`src/exec_pkg.sv`:
```
/*
 * execute stage shared definitions
 * micro-op codes, register address width and unit classification
 */

`default_nettype none

package exec_pkg;

  // ----------------------------------------------------------------------
  // register file addressing
  // ----------------------------------------------------------------------

  // rd index width, 32 architectural registers
  localparam int unsigned REG_ADDR_W = 5;

  // ----------------------------------------------------------------------
  // micro-op encoding
  // ----------------------------------------------------------------------

  // register-register alu ops first, multiply family at the top
  typedef enum logic [3:0] {
    OP_ADD    = 4'h0,
    OP_SUB    = 4'h1,
    OP_AND    = 4'h2,
    OP_OR     = 4'h3,
    OP_XOR    = 4'h4,
    OP_SLL    = 4'h5,
    OP_SRL    = 4'h6,
    OP_SRA    = 4'h7,
    OP_SLT    = 4'h8,
    OP_SLTU   = 4'h9,
    OP_MUL    = 4'ha,
    OP_MULH   = 4'hb,
    OP_MULHSU = 4'hc,
    OP_MULHU  = 4'hd
  } rv_uop;

  // true for ops that go to the multiplier pipe
  function automatic logic is_mul_op(input rv_uop uop);
    return uop inside {OP_MUL, OP_MULH, OP_MULHSU, OP_MULHU};
  endfunction

endpackage

`default_nettype wire
```
`src/exec_top.sv`:
```
/*
 * execute stage top
 * dispatch, alu, multiplier pipe and writeback arbiter
 */

`timescale 1ns/1ps
`default_nettype none

module exec_top #(
  parameter int ADDR_W = 32,
  parameter int DATA_W = 32,
  parameter int SEQ_W  = 5
) (
  input  wire                              clk,
  input  wire                              arst_n,
  // decode channel
  input  wire                              d_val,
  output logic                             d_rdy,
  input  wire  [ADDR_W-1:0]                d_pc,
  input  wire  [SEQ_W-1:0]                 d_seq_num,
  input  wire  [DATA_W-1:0]                d_op1,
  input  wire  [DATA_W-1:0]                d_op2,
  input  wire  [exec_pkg::REG_ADDR_W-1:0]  d_waddr,
  input  exec_pkg::rv_uop                  d_uop,
  // writeback channel
  output logic                             w_val,
  input  wire                              w_rdy,
  output logic [ADDR_W-1:0]                w_pc,
  output logic [SEQ_W-1:0]                 w_seq_num,
  output logic [exec_pkg::REG_ADDR_W-1:0]  w_waddr,
  output logic [DATA_W-1:0]                w_wdata,
  output logic                             w_wen
);

  import exec_pkg::*;

  // dispatch handshakes
  logic alu_in_val, alu_in_rdy;
  logic mul_in_val, mul_in_rdy;

  // unit result channels
  logic                  alu_out_val, alu_out_rdy;
  logic [ADDR_W-1:0]     alu_out_pc;
  logic [SEQ_W-1:0]      alu_out_seq_num;
  logic [REG_ADDR_W-1:0] alu_out_waddr;
  logic [DATA_W-1:0]     alu_out_wdata;
  logic                  mul_out_val, mul_out_rdy;
  logic [ADDR_W-1:0]     mul_out_pc;
  logic [SEQ_W-1:0]      mul_out_seq_num;
  logic [REG_ADDR_W-1:0] mul_out_waddr;
  logic [DATA_W-1:0]     mul_out_wdata;

  exec_dispatch u_dispatch (
    .d_val, .d_rdy, .d_uop,
    .alu_in_val, .alu_in_rdy,
    .mul_in_val, .mul_in_rdy
  );

  // payload fans out to both units directly
  alu_unit #(.ADDR_W(ADDR_W), .DATA_W(DATA_W), .SEQ_W(SEQ_W)) u_alu (
    .clk, .arst_n,
    .in_val(alu_in_val), .in_rdy(alu_in_rdy), .in_pc(d_pc), .in_seq_num(d_seq_num),
    .in_op1(d_op1), .in_op2(d_op2), .in_waddr(d_waddr), .in_uop(d_uop),
    .out_val(alu_out_val), .out_rdy(alu_out_rdy), .out_pc(alu_out_pc),
    .out_seq_num(alu_out_seq_num), .out_waddr(alu_out_waddr), .out_wdata(alu_out_wdata)
  );

  mul_unit #(.ADDR_W(ADDR_W), .DATA_W(DATA_W), .SEQ_W(SEQ_W)) u_mul (
    .clk, .arst_n,
    .in_val(mul_in_val), .in_rdy(mul_in_rdy), .in_pc(d_pc), .in_seq_num(d_seq_num),
    .in_op1(d_op1), .in_op2(d_op2), .in_waddr(d_waddr), .in_uop(d_uop),
    .out_val(mul_out_val), .out_rdy(mul_out_rdy), .out_pc(mul_out_pc),
    .out_seq_num(mul_out_seq_num), .out_waddr(mul_out_waddr), .out_wdata(mul_out_wdata)
  );

  wb_arbiter #(.ADDR_W(ADDR_W), .DATA_W(DATA_W), .SEQ_W(SEQ_W)) u_arb (
    .clk, .arst_n,
    .mul_val(mul_out_val), .mul_rdy(mul_out_rdy), .mul_pc(mul_out_pc),
    .mul_seq_num(mul_out_seq_num), .mul_waddr(mul_out_waddr), .mul_wdata(mul_out_wdata),
    .alu_val(alu_out_val), .alu_rdy(alu_out_rdy), .alu_pc(alu_out_pc),
    .alu_seq_num(alu_out_seq_num), .alu_waddr(alu_out_waddr), .alu_wdata(alu_out_wdata),
    .w_val, .w_rdy, .w_pc, .w_seq_num, .w_waddr, .w_wdata, .w_wen
  );

endmodule

`default_nettype wire

```
`src/wb_arbiter.sv`:
```
/*
 * writeback arbiter
 * merges alu and multiplier results into one registered slot
 */

`timescale 1ns/1ps
`default_nettype none

module wb_arbiter #(
  parameter int ADDR_W = 32,
  parameter int DATA_W = 32,
  parameter int SEQ_W  = 5
) (
  input  wire                              clk,
  input  wire                              arst_n,
  // multiplier results, older so served first
  input  wire                              mul_val,
  output logic                             mul_rdy,
  input  wire  [ADDR_W-1:0]                mul_pc,
  input  wire  [SEQ_W-1:0]                 mul_seq_num,
  input  wire  [exec_pkg::REG_ADDR_W-1:0]  mul_waddr,
  input  wire  [DATA_W-1:0]                mul_wdata,
  // alu results
  input  wire                              alu_val,
  output logic                             alu_rdy,
  input  wire  [ADDR_W-1:0]                alu_pc,
  input  wire  [SEQ_W-1:0]                 alu_seq_num,
  input  wire  [exec_pkg::REG_ADDR_W-1:0]  alu_waddr,
  input  wire  [DATA_W-1:0]                alu_wdata,
  // writeback channel
  output logic                             w_val,
  input  wire                              w_rdy,
  output logic [ADDR_W-1:0]                w_pc,
  output logic [SEQ_W-1:0]                 w_seq_num,
  output logic [exec_pkg::REG_ADDR_W-1:0]  w_waddr,
  output logic [DATA_W-1:0]                w_wdata,
  output logic                             w_wen
);

  logic load;

  // slot is free when empty or drained this cycle
  assign load = !w_val || w_rdy;

  // fixed priority, multiplier first
  assign mul_rdy = load;
  assign alu_rdy = load && !mul_val;

  // ----------------------------------------------------------------------
  // output slot
  // ----------------------------------------------------------------------

  always_ff @(posedge clk or negedge arst_n)
  begin
    if (!arst_n)
    begin
      w_val <= 1'b0;
    end
    else if (load)
    begin
      w_val <= mul_val || alu_val;
    end
  end

  always_ff @(posedge clk)
  begin
    if (load && mul_val)
    begin
      w_pc      <= mul_pc;
      w_seq_num <= mul_seq_num;
      w_waddr   <= mul_waddr;
      w_wdata   <= mul_wdata;
      w_wen     <= 1'b1;
    end
    else if (load && alu_val)
    begin
      w_pc      <= alu_pc;
      w_seq_num <= alu_seq_num;
      w_waddr   <= alu_waddr;
      w_wdata   <= alu_wdata;
      // every op in scope writes rd
      w_wen     <= 1'b1;
    end
  end

  // pending writeback keeps its payload until taken
  a_w_stable: assert property (@(posedge clk) disable iff (!arst_n)
    w_val && !w_rdy |=> w_val
      && $stable({w_pc, w_seq_num, w_waddr, w_wdata, w_wen}));

endmodule

`default_nettype wire

```
`src/mul_unit.sv`:
```
/*
 * three-stage integer multiplier
 * signed and unsigned 32x32 products, low or high half select
 */

`timescale 1ns/1ps
`default_nettype none

module mul_unit #(
  parameter int ADDR_W = 32,
  parameter int DATA_W = 32,
  parameter int SEQ_W  = 5
) (
  input  wire                              clk,
  input  wire                              arst_n,
  // request from dispatch
  input  wire                              in_val,
  output logic                             in_rdy,
  input  wire  [ADDR_W-1:0]                in_pc,
  input  wire  [SEQ_W-1:0]                 in_seq_num,
  input  wire  [DATA_W-1:0]                in_op1,
  input  wire  [DATA_W-1:0]                in_op2,
  input  wire  [exec_pkg::REG_ADDR_W-1:0]  in_waddr,
  input  exec_pkg::rv_uop                  in_uop,
  // result toward the arbiter
  output logic                             out_val,
  input  wire                              out_rdy,
  output logic [ADDR_W-1:0]                out_pc,
  output logic [SEQ_W-1:0]                 out_seq_num,
  output logic [exec_pkg::REG_ADDR_W-1:0]  out_waddr,
  output logic [DATA_W-1:0]                out_wdata
);

  import exec_pkg::*;

  // per-stage valid bits
  logic s1_val, s2_val, s3_val;
  logic advance;

  // stage 1 extended operands and tags
  logic signed [DATA_W:0]     s1_a, s1_b;
  logic                       s1_hi;
  logic [ADDR_W-1:0]          s1_pc;
  logic [SEQ_W-1:0]           s1_seq;
  logic [REG_ADDR_W-1:0]      s1_waddr;

  // stage 2 full product and tags
  logic signed [2*DATA_W-1:0] prod;
  logic [2*DATA_W-1:0]        s2_prod;
  logic                       s2_hi;
  logic [ADDR_W-1:0]          s2_pc;
  logic [SEQ_W-1:0]           s2_seq;
  logic [REG_ADDR_W-1:0]      s2_waddr;

  logic a_signed, b_signed;

  // ----------------------------------------------------------------------
  // pipe control
  // ----------------------------------------------------------------------

  // whole pipe moves together, only when the last slot frees up
  assign advance = !s3_val || out_rdy;
  assign in_rdy  = advance;

  always_ff @(posedge clk or negedge arst_n)
  begin
    if (!arst_n)
    begin
      s1_val  <= 1'b0;
      s2_val  <= 1'b0;
      s3_val  <= 1'b0;
    end
    else if (advance)
    begin
      s1_val  <= in_val;
      s2_val  <= s1_val;
      s3_val  <= s2_val;
    end
  end

  assign out_val = s3_val;

  // ----------------------------------------------------------------------
  // stage 1  operand extension
  // ----------------------------------------------------------------------

  // mulhsu treats op2 as unsigned, mul low half does not care
  assign a_signed = (in_uop == OP_MULH) || (in_uop == OP_MULHSU);
  assign b_signed = (in_uop == OP_MULH);

  always_ff @(posedge clk)
  begin
    if (advance && in_val)
    begin
      s1_a     <= {a_signed & in_op1[DATA_W-1], in_op1};
      s1_b     <= {b_signed & in_op2[DATA_W-1], in_op2};
      s1_hi    <= (in_uop != OP_MUL);
      s1_pc    <= in_pc;
      s1_seq   <= in_seq_num;
      s1_waddr <= in_waddr;
    end
  end

  // ----------------------------------------------------------------------
  // stage 2  product
  // ----------------------------------------------------------------------

  // fits in 2*DATA_W bits for every signedness mix
  assign prod = s1_a * s1_b;

  always_ff @(posedge clk)
  begin
    if (advance && s1_val)
    begin
      s2_prod  <= prod;
      s2_hi    <= s1_hi;
      s2_pc    <= s1_pc;
      s2_seq   <= s1_seq;
      s2_waddr <= s1_waddr;
    end
  end

  // ----------------------------------------------------------------------
  // stage 3  half select and result slot
  // ----------------------------------------------------------------------

  always_ff @(posedge clk)
  begin
    if (advance && s2_val)
    begin
      out_wdata   <= s2_hi ? s2_prod[2*DATA_W-1:DATA_W] : s2_prod[DATA_W-1:0];
      out_pc      <= s2_pc;
      out_seq_num <= s2_seq;
      out_waddr   <= s2_waddr;
    end
  end

  // stall freezes every stage, not just the last
  a_stall_hold: assert property (@(posedge clk) disable iff (!arst_n)
    s3_val && !out_rdy |=> $stable({s1_val, s2_val, s3_val}) && $stable(s1_a)
      && $stable(s1_b) && $stable(s2_prod) && $stable(out_wdata));

  // no new op enters while the result waits at the output
  a_no_accept: assert property (@(posedge clk) disable iff (!arst_n)
    s3_val && !out_rdy |-> !in_rdy);

endmodule

`default_nettype wire

```
`src/alu_unit.sv`:
```
/*
 * single-cycle integer alu
 * rv32i register-register ops with a registered result slot
 */

`timescale 1ns/1ps
`default_nettype none

module alu_unit #(
  parameter int ADDR_W = 32,
  parameter int DATA_W = 32,
  parameter int SEQ_W  = 5
) (
  input  wire                              clk,
  input  wire                              arst_n,
  // request from dispatch
  input  wire                              in_val,
  output logic                             in_rdy,
  input  wire  [ADDR_W-1:0]                in_pc,
  input  wire  [SEQ_W-1:0]                 in_seq_num,
  input  wire  [DATA_W-1:0]                in_op1,
  input  wire  [DATA_W-1:0]                in_op2,
  input  wire  [exec_pkg::REG_ADDR_W-1:0]  in_waddr,
  input  exec_pkg::rv_uop                  in_uop,
  // result toward the arbiter
  output logic                             out_val,
  input  wire                              out_rdy,
  output logic [ADDR_W-1:0]                out_pc,
  output logic [SEQ_W-1:0]                 out_seq_num,
  output logic [exec_pkg::REG_ADDR_W-1:0]  out_waddr,
  output logic [DATA_W-1:0]                out_wdata
);

  import exec_pkg::*;

  localparam int SHAMT_W = $clog2(DATA_W);

  logic [SHAMT_W-1:0] shamt;
  logic [DATA_W-1:0]  result;

  // shift amount from low bits of op2 only
  assign shamt = in_op2[SHAMT_W-1:0];

  // ----------------------------------------------------------------------
  // datapath
  // ----------------------------------------------------------------------

  always_comb
  begin
    case (in_uop)
      OP_ADD:  result = in_op1 + in_op2;
      OP_SUB:  result = in_op1 - in_op2;
      OP_AND:  result = in_op1 & in_op2;
      OP_OR:   result = in_op1 | in_op2;
      OP_XOR:  result = in_op1 ^ in_op2;
      OP_SLL:  result = in_op1 << shamt;
      OP_SRL:  result = in_op1 >> shamt;
      OP_SRA:  result = $signed(in_op1) >>> shamt;
      OP_SLT:  result = {{(DATA_W-1){1'b0}}, $signed(in_op1) < $signed(in_op2)};
      OP_SLTU: result = {{(DATA_W-1){1'b0}}, in_op1 < in_op2};
      // multiply codes never reach this unit
      default: result = '0;
    endcase
  end

  // ----------------------------------------------------------------------
  // output slot
  // ----------------------------------------------------------------------

  // slot can take a new op when empty or being drained
  assign in_rdy = !out_val || out_rdy;

  always_ff @(posedge clk or negedge arst_n)
  begin
    if (!arst_n)
    begin
      out_val <= 1'b0;
    end
    else if (in_rdy)
    begin
      out_val <= in_val;
    end
  end

  // result and tag fields
  always_ff @(posedge clk)
  begin
    if (in_val && in_rdy)
    begin
      out_pc      <= in_pc;
      out_seq_num <= in_seq_num;
      out_waddr   <= in_waddr;
      out_wdata   <= result;
    end
  end

  // held result must not move until the arbiter takes it
  a_hold_wdata: assert property (@(posedge clk) disable iff (!arst_n)
    out_val && !out_rdy |=> out_val && $stable(out_wdata));

endmodule

`default_nettype wire

```
`src/exec_dispatch.sv`:
```
/*
 * execute dispatch
 * steers decoded micro-ops to the alu or the multiplier pipe
 */

`timescale 1ns/1ps
`default_nettype none

module exec_dispatch (
  // decode side handshake
  input  wire              d_val,
  output logic             d_rdy,
  input  exec_pkg::rv_uop  d_uop,
  // alu side
  output logic             alu_in_val,
  input  wire              alu_in_rdy,
  // multiplier side
  output logic             mul_in_val,
  input  wire              mul_in_rdy
);

  import exec_pkg::*;

  // ----------------------------------------------------------------------
  // classification
  // ----------------------------------------------------------------------

  logic to_mul;

  // multiply family goes to the pipe, everything else is alu work
  assign to_mul = is_mul_op(d_uop);

  // ----------------------------------------------------------------------
  // steering
  // ----------------------------------------------------------------------

  // only the selected unit sees val
  always_comb
  begin
    alu_in_val = d_val && !to_mul;
    mul_in_val = d_val &&  to_mul;
  end

  // ready comes back from the unit this uop targets
  // a stalled multiplier does not block alu ops and vice versa
  always_comb
  begin
    if (to_mul)
    begin
      d_rdy = mul_in_rdy;
    end
    else
    begin
      d_rdy = alu_in_rdy;
    end
  end

  // payload buses bypass this block and fan out from the top

endmodule

`default_nettype wire

```
`config.mk`:
```
export PLATFORM = sky130hd
export DESIGN_NAME = exec_top
export DESIGN_NICKNAME = d
export VERILOG_FILES = /design/src/exec_pkg.sv /design/src/exec_top.sv /design/src/wb_arbiter.sv /design/src/mul_unit.sv /design/src/alu_unit.sv /design/src/exec_dispatch.sv
export SDC_FILE = /design/constraint.sdc
export NUM_CORES = 2
export LEC_CHECK = 0
export BUFFER_PORTS_ARGS = -buffer_cell sky130_fd_sc_hd__buf_4
export CELL_PAD_IN_SITES_DETAIL_PLACEMENT = 1
export CELL_PAD_IN_SITES_GLOBAL_PLACEMENT = 2
export CORE_MARGIN = 4
export CORE_UTILIZATION = 33
export CTS_CLUSTER_DIAMETER = 200
export CTS_CLUSTER_SIZE = 25
export DETAILED_ROUTE_END_ITERATION = 8
export PLACE_DENSITY_LB_ADDON = 0.1
export SKIP_CTS_REPAIR_TIMING = 1
export SYNTH_ARGS = -nofsm -noshare
export SYNTH_HDL_FRONTEND = slang
export SYNTH_SLANG_ARGS = --single-unit
```
`constraint.sdc`:
```
create_clock -name clk -period 10 [get_ports clk]
set_input_delay 0 -clock clk [delete_from_list [all_inputs] [get_ports clk]]
set_output_delay 0 -clock clk [all_outputs]
set_load 0.1 [all_outputs]
```
# After elaboration in Yosys (flattened, before gate mapping)
# Cells that the tools add are included.
# Widths: inputs -> output; s select.
# totals
output_inout_bits	77
wordCells	87
input_bits	114
ff_bits	443
# op_classes
mul	1
magnitude_cmp	2
n_shift	3
reduce_logical	21
bitwise_logic	5
addsub	2
n_eq_ne	14
mux	11
# op_table
op	count
$pmux 32 s10	1
$mux 32	5
$lt 32x32->1	2
$mul 33x33->64	1
$add 32x32->32	1
$and 32x32->32	1
$or 32x32->32	1
$shl 32x5->32	1
$shr 32x5->32	1
$sshr 32x5->32	1
$sub 32x32->32	1
$xor 32x32->32	1
$eq 4x4->1 const B	6
$mux 5	4
$eq 4x3->1 const B	4
$logic_and 1x1->1	9
$eq 4x2->1 const B	2
$logic_or 1x1->1	5
$eq 4x1->1 const B	1
$logic_not 1->1	4
$logic_not 4->1	1
$ne 4x4->1 const B	1
$reduce_bool 4->1	1
$and 1x1->1	2
2 further kinds	2

# Longest topological paths before layout
# logic_depth
word_depth	5
depth_mapped	29
ltp_nobuf	27

# Hierarchy
# Synthesis repeated with hierarchy kept, for this count alone.
# unflattened
hier_cells	5980
hier_area_um2	61489.0
# modules_own_cells
mod	seq_area_each_um2	area_per_inst_um2	cells_each	instances
mul_unit	8783.4	47700.7	4501	1
alu_unit	2247.2	10234.8	1308	1
wb_arbiter	2247.2	3510.9	166	1
exec_dispatch	0.0	42.5	5	1

# Worst setup path after synthesis
# OpenSTA, ideal clock, no wires.
# synth_path
kind	register -> register
from	register u_mul.s1_a[32]
to	register u_mul.s2_prod[62], data pin
synth_period_minus_slack_ps	7584
stages_incl_launch_ff	29
setup_time_ps	258
t_required_ps	9742
n_path_buf	2
arrival_ps	7327
path_slack_ps	2416
path_cell_list	edfxtp_1 > clkbuf_1 > nand2_1 > inv_1 > fa_1 > inv_1 > fa_1 > inv_1 > fa_1 > inv_1 > fa_1 > inv_1 > fa_1 > fa_1 > fa_1 > inv_1 > fa_1 > inv_1 > ha_1 > clkbuf_1 > a21o_1 > a21oi_1 > o21ai_0 > a32o_1 > a221o_1 > a21oi_1 > o31ai_1 > a21oi_1 > xnor2_1
# synth_via
elab_chain_cells	1
# synth_lines
item	line_no	source
from (decl)	mul_unit.sv:41	logic signed [DATA_W:0] s1_a, s1_b;
from (signal assigned)	mul_unit.sv:95	s1_a <= {a_signed & in_op1[DATA_W-1], in_op1};
$mul 33x33->64	mul_unit.sv:109	assign prod = s1_a * s1_b;
net u_mul.prod[62]	mul_unit.sv:48	logic signed [2*DATA_W-1:0] prod;
to (signal assigned)	mul_unit.sv:115	s2_prod <= prod;
to (decl)	mul_unit.sv:49	logic [2*DATA_W-1:0] s2_prod;
# The timed path passes the listed nets, and every way through them passes these cells.
# A chain may end at the register's enable or synchronous reset.

# Worst setup path after layout
# layout_path
from	register u_mul.s1_b[8]
to	register u_mul.s2_prod[63], data pin
# layout_via
elab_chain_cells	1
# layout_lines
item	line_no	source
from (decl)	mul_unit.sv:41	
from (signal assigned)	mul_unit.sv:96	s1_b <= {b_signed & in_op2[DATA_W-1], in_op2};
$mul 33x33->64	mul_unit.sv:109	
net u_mul.prod[63]	mul_unit.sv:48	
# The timed path passes the listed nets, and every way through them passes these cells.

==> impl_metrics.env <==
export IMPL_max_freq_mhz=115
export IMPL_holdCritPathClass="in2reg"
export IMPL_first_iter_violations=2646
export IMPL_post_route_period_util_pct=87.3
export IMPL_routedWlPerCell_microns=24.8
export IMPL_crit_start="u_mul.s1_b[8]$_DFFE_PP_"
export IMPL_dr_total_vias=42559
export IMPL_worstReg2RegStart="u_mul.s1_b[8]$_DFFE_PP_"
export IMPL_antenna_found_initial=17
export IMPL_nFillCells=20578
export IMPL_grt_overflow=0
export IMPL_clkLatencyLatePin_ps=620
export IMPL_antenna_left=0
export IMPL_cap_violations=0
export IMPL_pin_count=191
export IMPL_synth_top_family_by_area="adder cells"
export IMPL_vias_per_cell=4.98
export IMPL_fin_nets=7627
export IMPL_place_congestion=0.857
export IMPL_start_kind="register"
export IMPL_synthArstFlopShare_pct=1.13
export IMPL_drt_wl_total_microns=212000
export IMPL_final_max_slew_viol_count=0
export IMPL_numCtsBuffers=21
export IMPL_cts_sinks=443
export IMPL_finalHoldViolCount=0
export IMPL_crit_chain="buf_4 > and2_1 > fa_1 > fa_1 > fa_1 > fa_1 > fa_1 > fa_1 > fa_1 > inv_1 > fa_1 > inv_1 > ha_1 > a21oi_1 > o21ai_0 > a211o_1 > a21oi_1 > o21ai_0 > o2111a_1 > a211oi_1"
export IMPL_port_buffers=189
export IMPL_grt_max_degree=67
export IMPL_grt_pass1_vias=47550
export IMPL_relSlewSlack_pct=15.6
export IMPL_ys_types=90
export IMPL_synth_largest_area_cell="fa_1"
export IMPL_dieHeight_microns=439
export IMPL_dr_pass1_iters=5
export IMPL_grt_pass1_wl_microns=321000
export IMPL_grt_util_all_layers_pct=22.2
export IMPL_seq_area_frac_synth_pct=21.6
export IMPL_synth_area_leaders="fa_1 (37%), edfxtp_1 (21%), inv_1 (7.2%)"
export IMPL_fin_tns_setup_ps=0
export IMPL_cp_end_kind="register"
export IMPL_clk_pin_slew_ps=110
export IMPL_placement_rows=157
export IMPL_synth_xor_area_share_pct=1.16
export IMPL_fin_crit_ps=8730
export IMPL_start_util_pct=33.4
export IMPL_die_x_microns=439
export IMPL_cts_tree="yes"
export IMPL_critPathKind="reg2reg"
export IMPL_cp_arrival_ps=9140
export IMPL_die_area_sq_mm=0.193
export IMPL_crit_path_max_incr_delay_ps=1120
export IMPL_setup_violations=0
export IMPL_syn_nets=7483
export IMPL_synthAdderAreaFrac_pct=43.1
export IMPL_core_area_sq_mm=0.184
export IMPL_clockBufferDepth=3
export IMPL_synth_top_area_share_pct=36.8
export IMPL_cp_common_cell="fa_1"
export IMPL_synthTopCellsByCount="inv_1 (1181), fa_1 (1127), nand2_1 (673), and2_1 (534), edfxtp_1 (438)"
export IMPL_synth_cells=5933
export IMPL_status="finished, final reports clean"
export IMPL_syn2layout_area_growth_pct=9.89
export IMPL_drive_gt1_share_pct=9.20
export IMPL_crit_slowest_cell="edfxtp_1"
export IMPL_syn_area_per_cell_sq_um=10.3
export IMPL_path_delay_family="adder cells"
export IMPL_synthSimpleGateAreaFrac_pct=13.1
export IMPL_min_from="d_uop[2]"
export IMPL_dp_hpwl_microns=171000
export IMPL_synth_area_sq_mm=0.0613
export IMPL_ys_warn_count=0
export IMPL_worstPathRequired_ps=10410
export IMPL_rsz0062_at_grt="false"
export IMPL_synth_most_common_cell="inv_1"
export IMPL_cts_htree_levels=1
export IMPL_synth_seq_cells=443
export IMPL_synth_compound_area_share_pct=6.94
export IMPL_worst_slew_pin_slew_ps=1270
export IMPL_skew_ps=53.3
export IMPL_clock_root_buffer="clkbuf_16"
export IMPL_drc_errors=0
export IMPL_cp_max_fo=18
export IMPL_synth_edf_count=438
export IMPL_critical_path_buf_inv_count=3
export IMPL_synthMuxAreaShare_pct=4.71
export IMPL_synthFlopType="edfxtp_1"
==> stage by stage <==
stage / utilization, % / setup slack [ps] / cell area, sq um / hold WS (ps) / instances
6_report: 36.7 / 1270 / 67400 / 36.1 / 8553
5_1_grt: 36.7 / 761 / 67400 / 49.1 / 8551
4_1_cts: 36.1 / 1230 / 66300 / -839 / 8441
3_5_place_dp: 35.7 / 1270 / 65700 / -193 / 8408
3_3_place_gp: 35.7 / 1330 / 65700 / -192 / 8408
2_1_floorplan: - / 2420 / 61300 / -296 / 5933
==> final timing paths <==
check                                              end  slack (ps)  cells after the start
setup / recovery           u_mul.s2_prod[63]$_DFFE_PP_        1270                     20
hold / removal                u_mul.s1_b[32]$_DFFE_PP_          40                      4
setup reg to reg           u_mul.s2_prod[63]$_DFFE_PP_        1270                     20
hold reg to reg             u_mul.out_pc[20]$_DFFE_PP_         380                      0
max in group asynchronous    u_mul.out_val$_DFFE_PN0N_        9410                      3
min in group asynchronous    u_alu.out_val$_DFFE_PN0P_         390                      3
==> area by class of cell <==
type	count	area, sq um	share of cell area (%)
multi-input cells	3989	42400	62.9
flip-flops and latches	443	13300	19.7
inverters	1183	4440	6.59
repair buffers	439	3650	5.41
well taps	2464	3080	4.57
clock buffers	30	559	0.830
clock inverters	3	18.8	0.0278
diodes	2	5.00	0.00742
==> worst min-delay path, cell delays in order <==
cell     delay [ps]
buf_4           210
nor2b_1         120
nand2_1          70
nor2_1           50
==> cells by family after synthesis <==
family,Yosys count
flip-flops,443
AO/OA/AOI/OAI,619
other,1
buffers and inverters,1501
multiplexers,200
adder cells (fa/ha/maj),1436
XOR/XNOR,81
AND/OR/NAND/NOR,1652
==> state kept, by name, indices dropped and copies added (netlist names), 5 cells and up <==
name and flops:
u_mul.s2_prod 64, u_mul.s1_a 33, u_mul.s1_b 33, u_alu.out_pc 32, u_alu.out_wdata 32, u_arb.w_pc 32, u_arb.w_wdata 32, u_mul.out_pc 32
u_mul.out_wdata 32, u_mul.s1_pc 32, u_mul.s2_pc 32, u_alu.out_seq_num 5, u_alu.out_waddr 5, u_arb.w_seq_num 5, u_arb.w_waddr 5, u_mul.out_seq_num 5
u_mul.out_waddr 5, u_mul.s1_seq 5, u_mul.s1_waddr 5, u_mul.s2_seq 5, u_mul.s2_waddr 5
==> placed cells by master, fill, tap and decap left out, drive strengths merged, types with 19 or more instances in the layout <==
cell         synthesis  routed
nor2b               38      38
o21ai              119     119
and3                19      19
a21o                50      50
nor2               222     222
fa                1127    1127
dlygate4sd3          0     110
nand2              673     673
o21bai              20      20
xor2                22      22
mux2               108     108
o2111ai             19      19
and2               534     534
ha                 309     309
nor3                40      40
xnor2               59      59
mux4                59      59
edfxtp             438     438
a31oi               19      19
clkbuf             276      30
nand3               32      32
o211ai              30      30
a221oi              23      23
a21oi              156     156
mux2i               33      33
inv               1182    1183
a211oi              28      28
buf                 42     329
nand2b              33      33
==> metal layers <==
layer	vias up	part of all wire (%)	track usage, %	routed length [microns]
li1	18841	-	-	-
met1	22970	46	31.2	96600
met2	639	50	39.0	107000
met3	107	2.8	1.29	5870
met4	2	1.4	2.71	3000
met5	-	0.0061	0	13
Power is left out: the tool's default activity adds up to more than one toggle a clock period on the data nets, which glitch-free logic cannot reach.
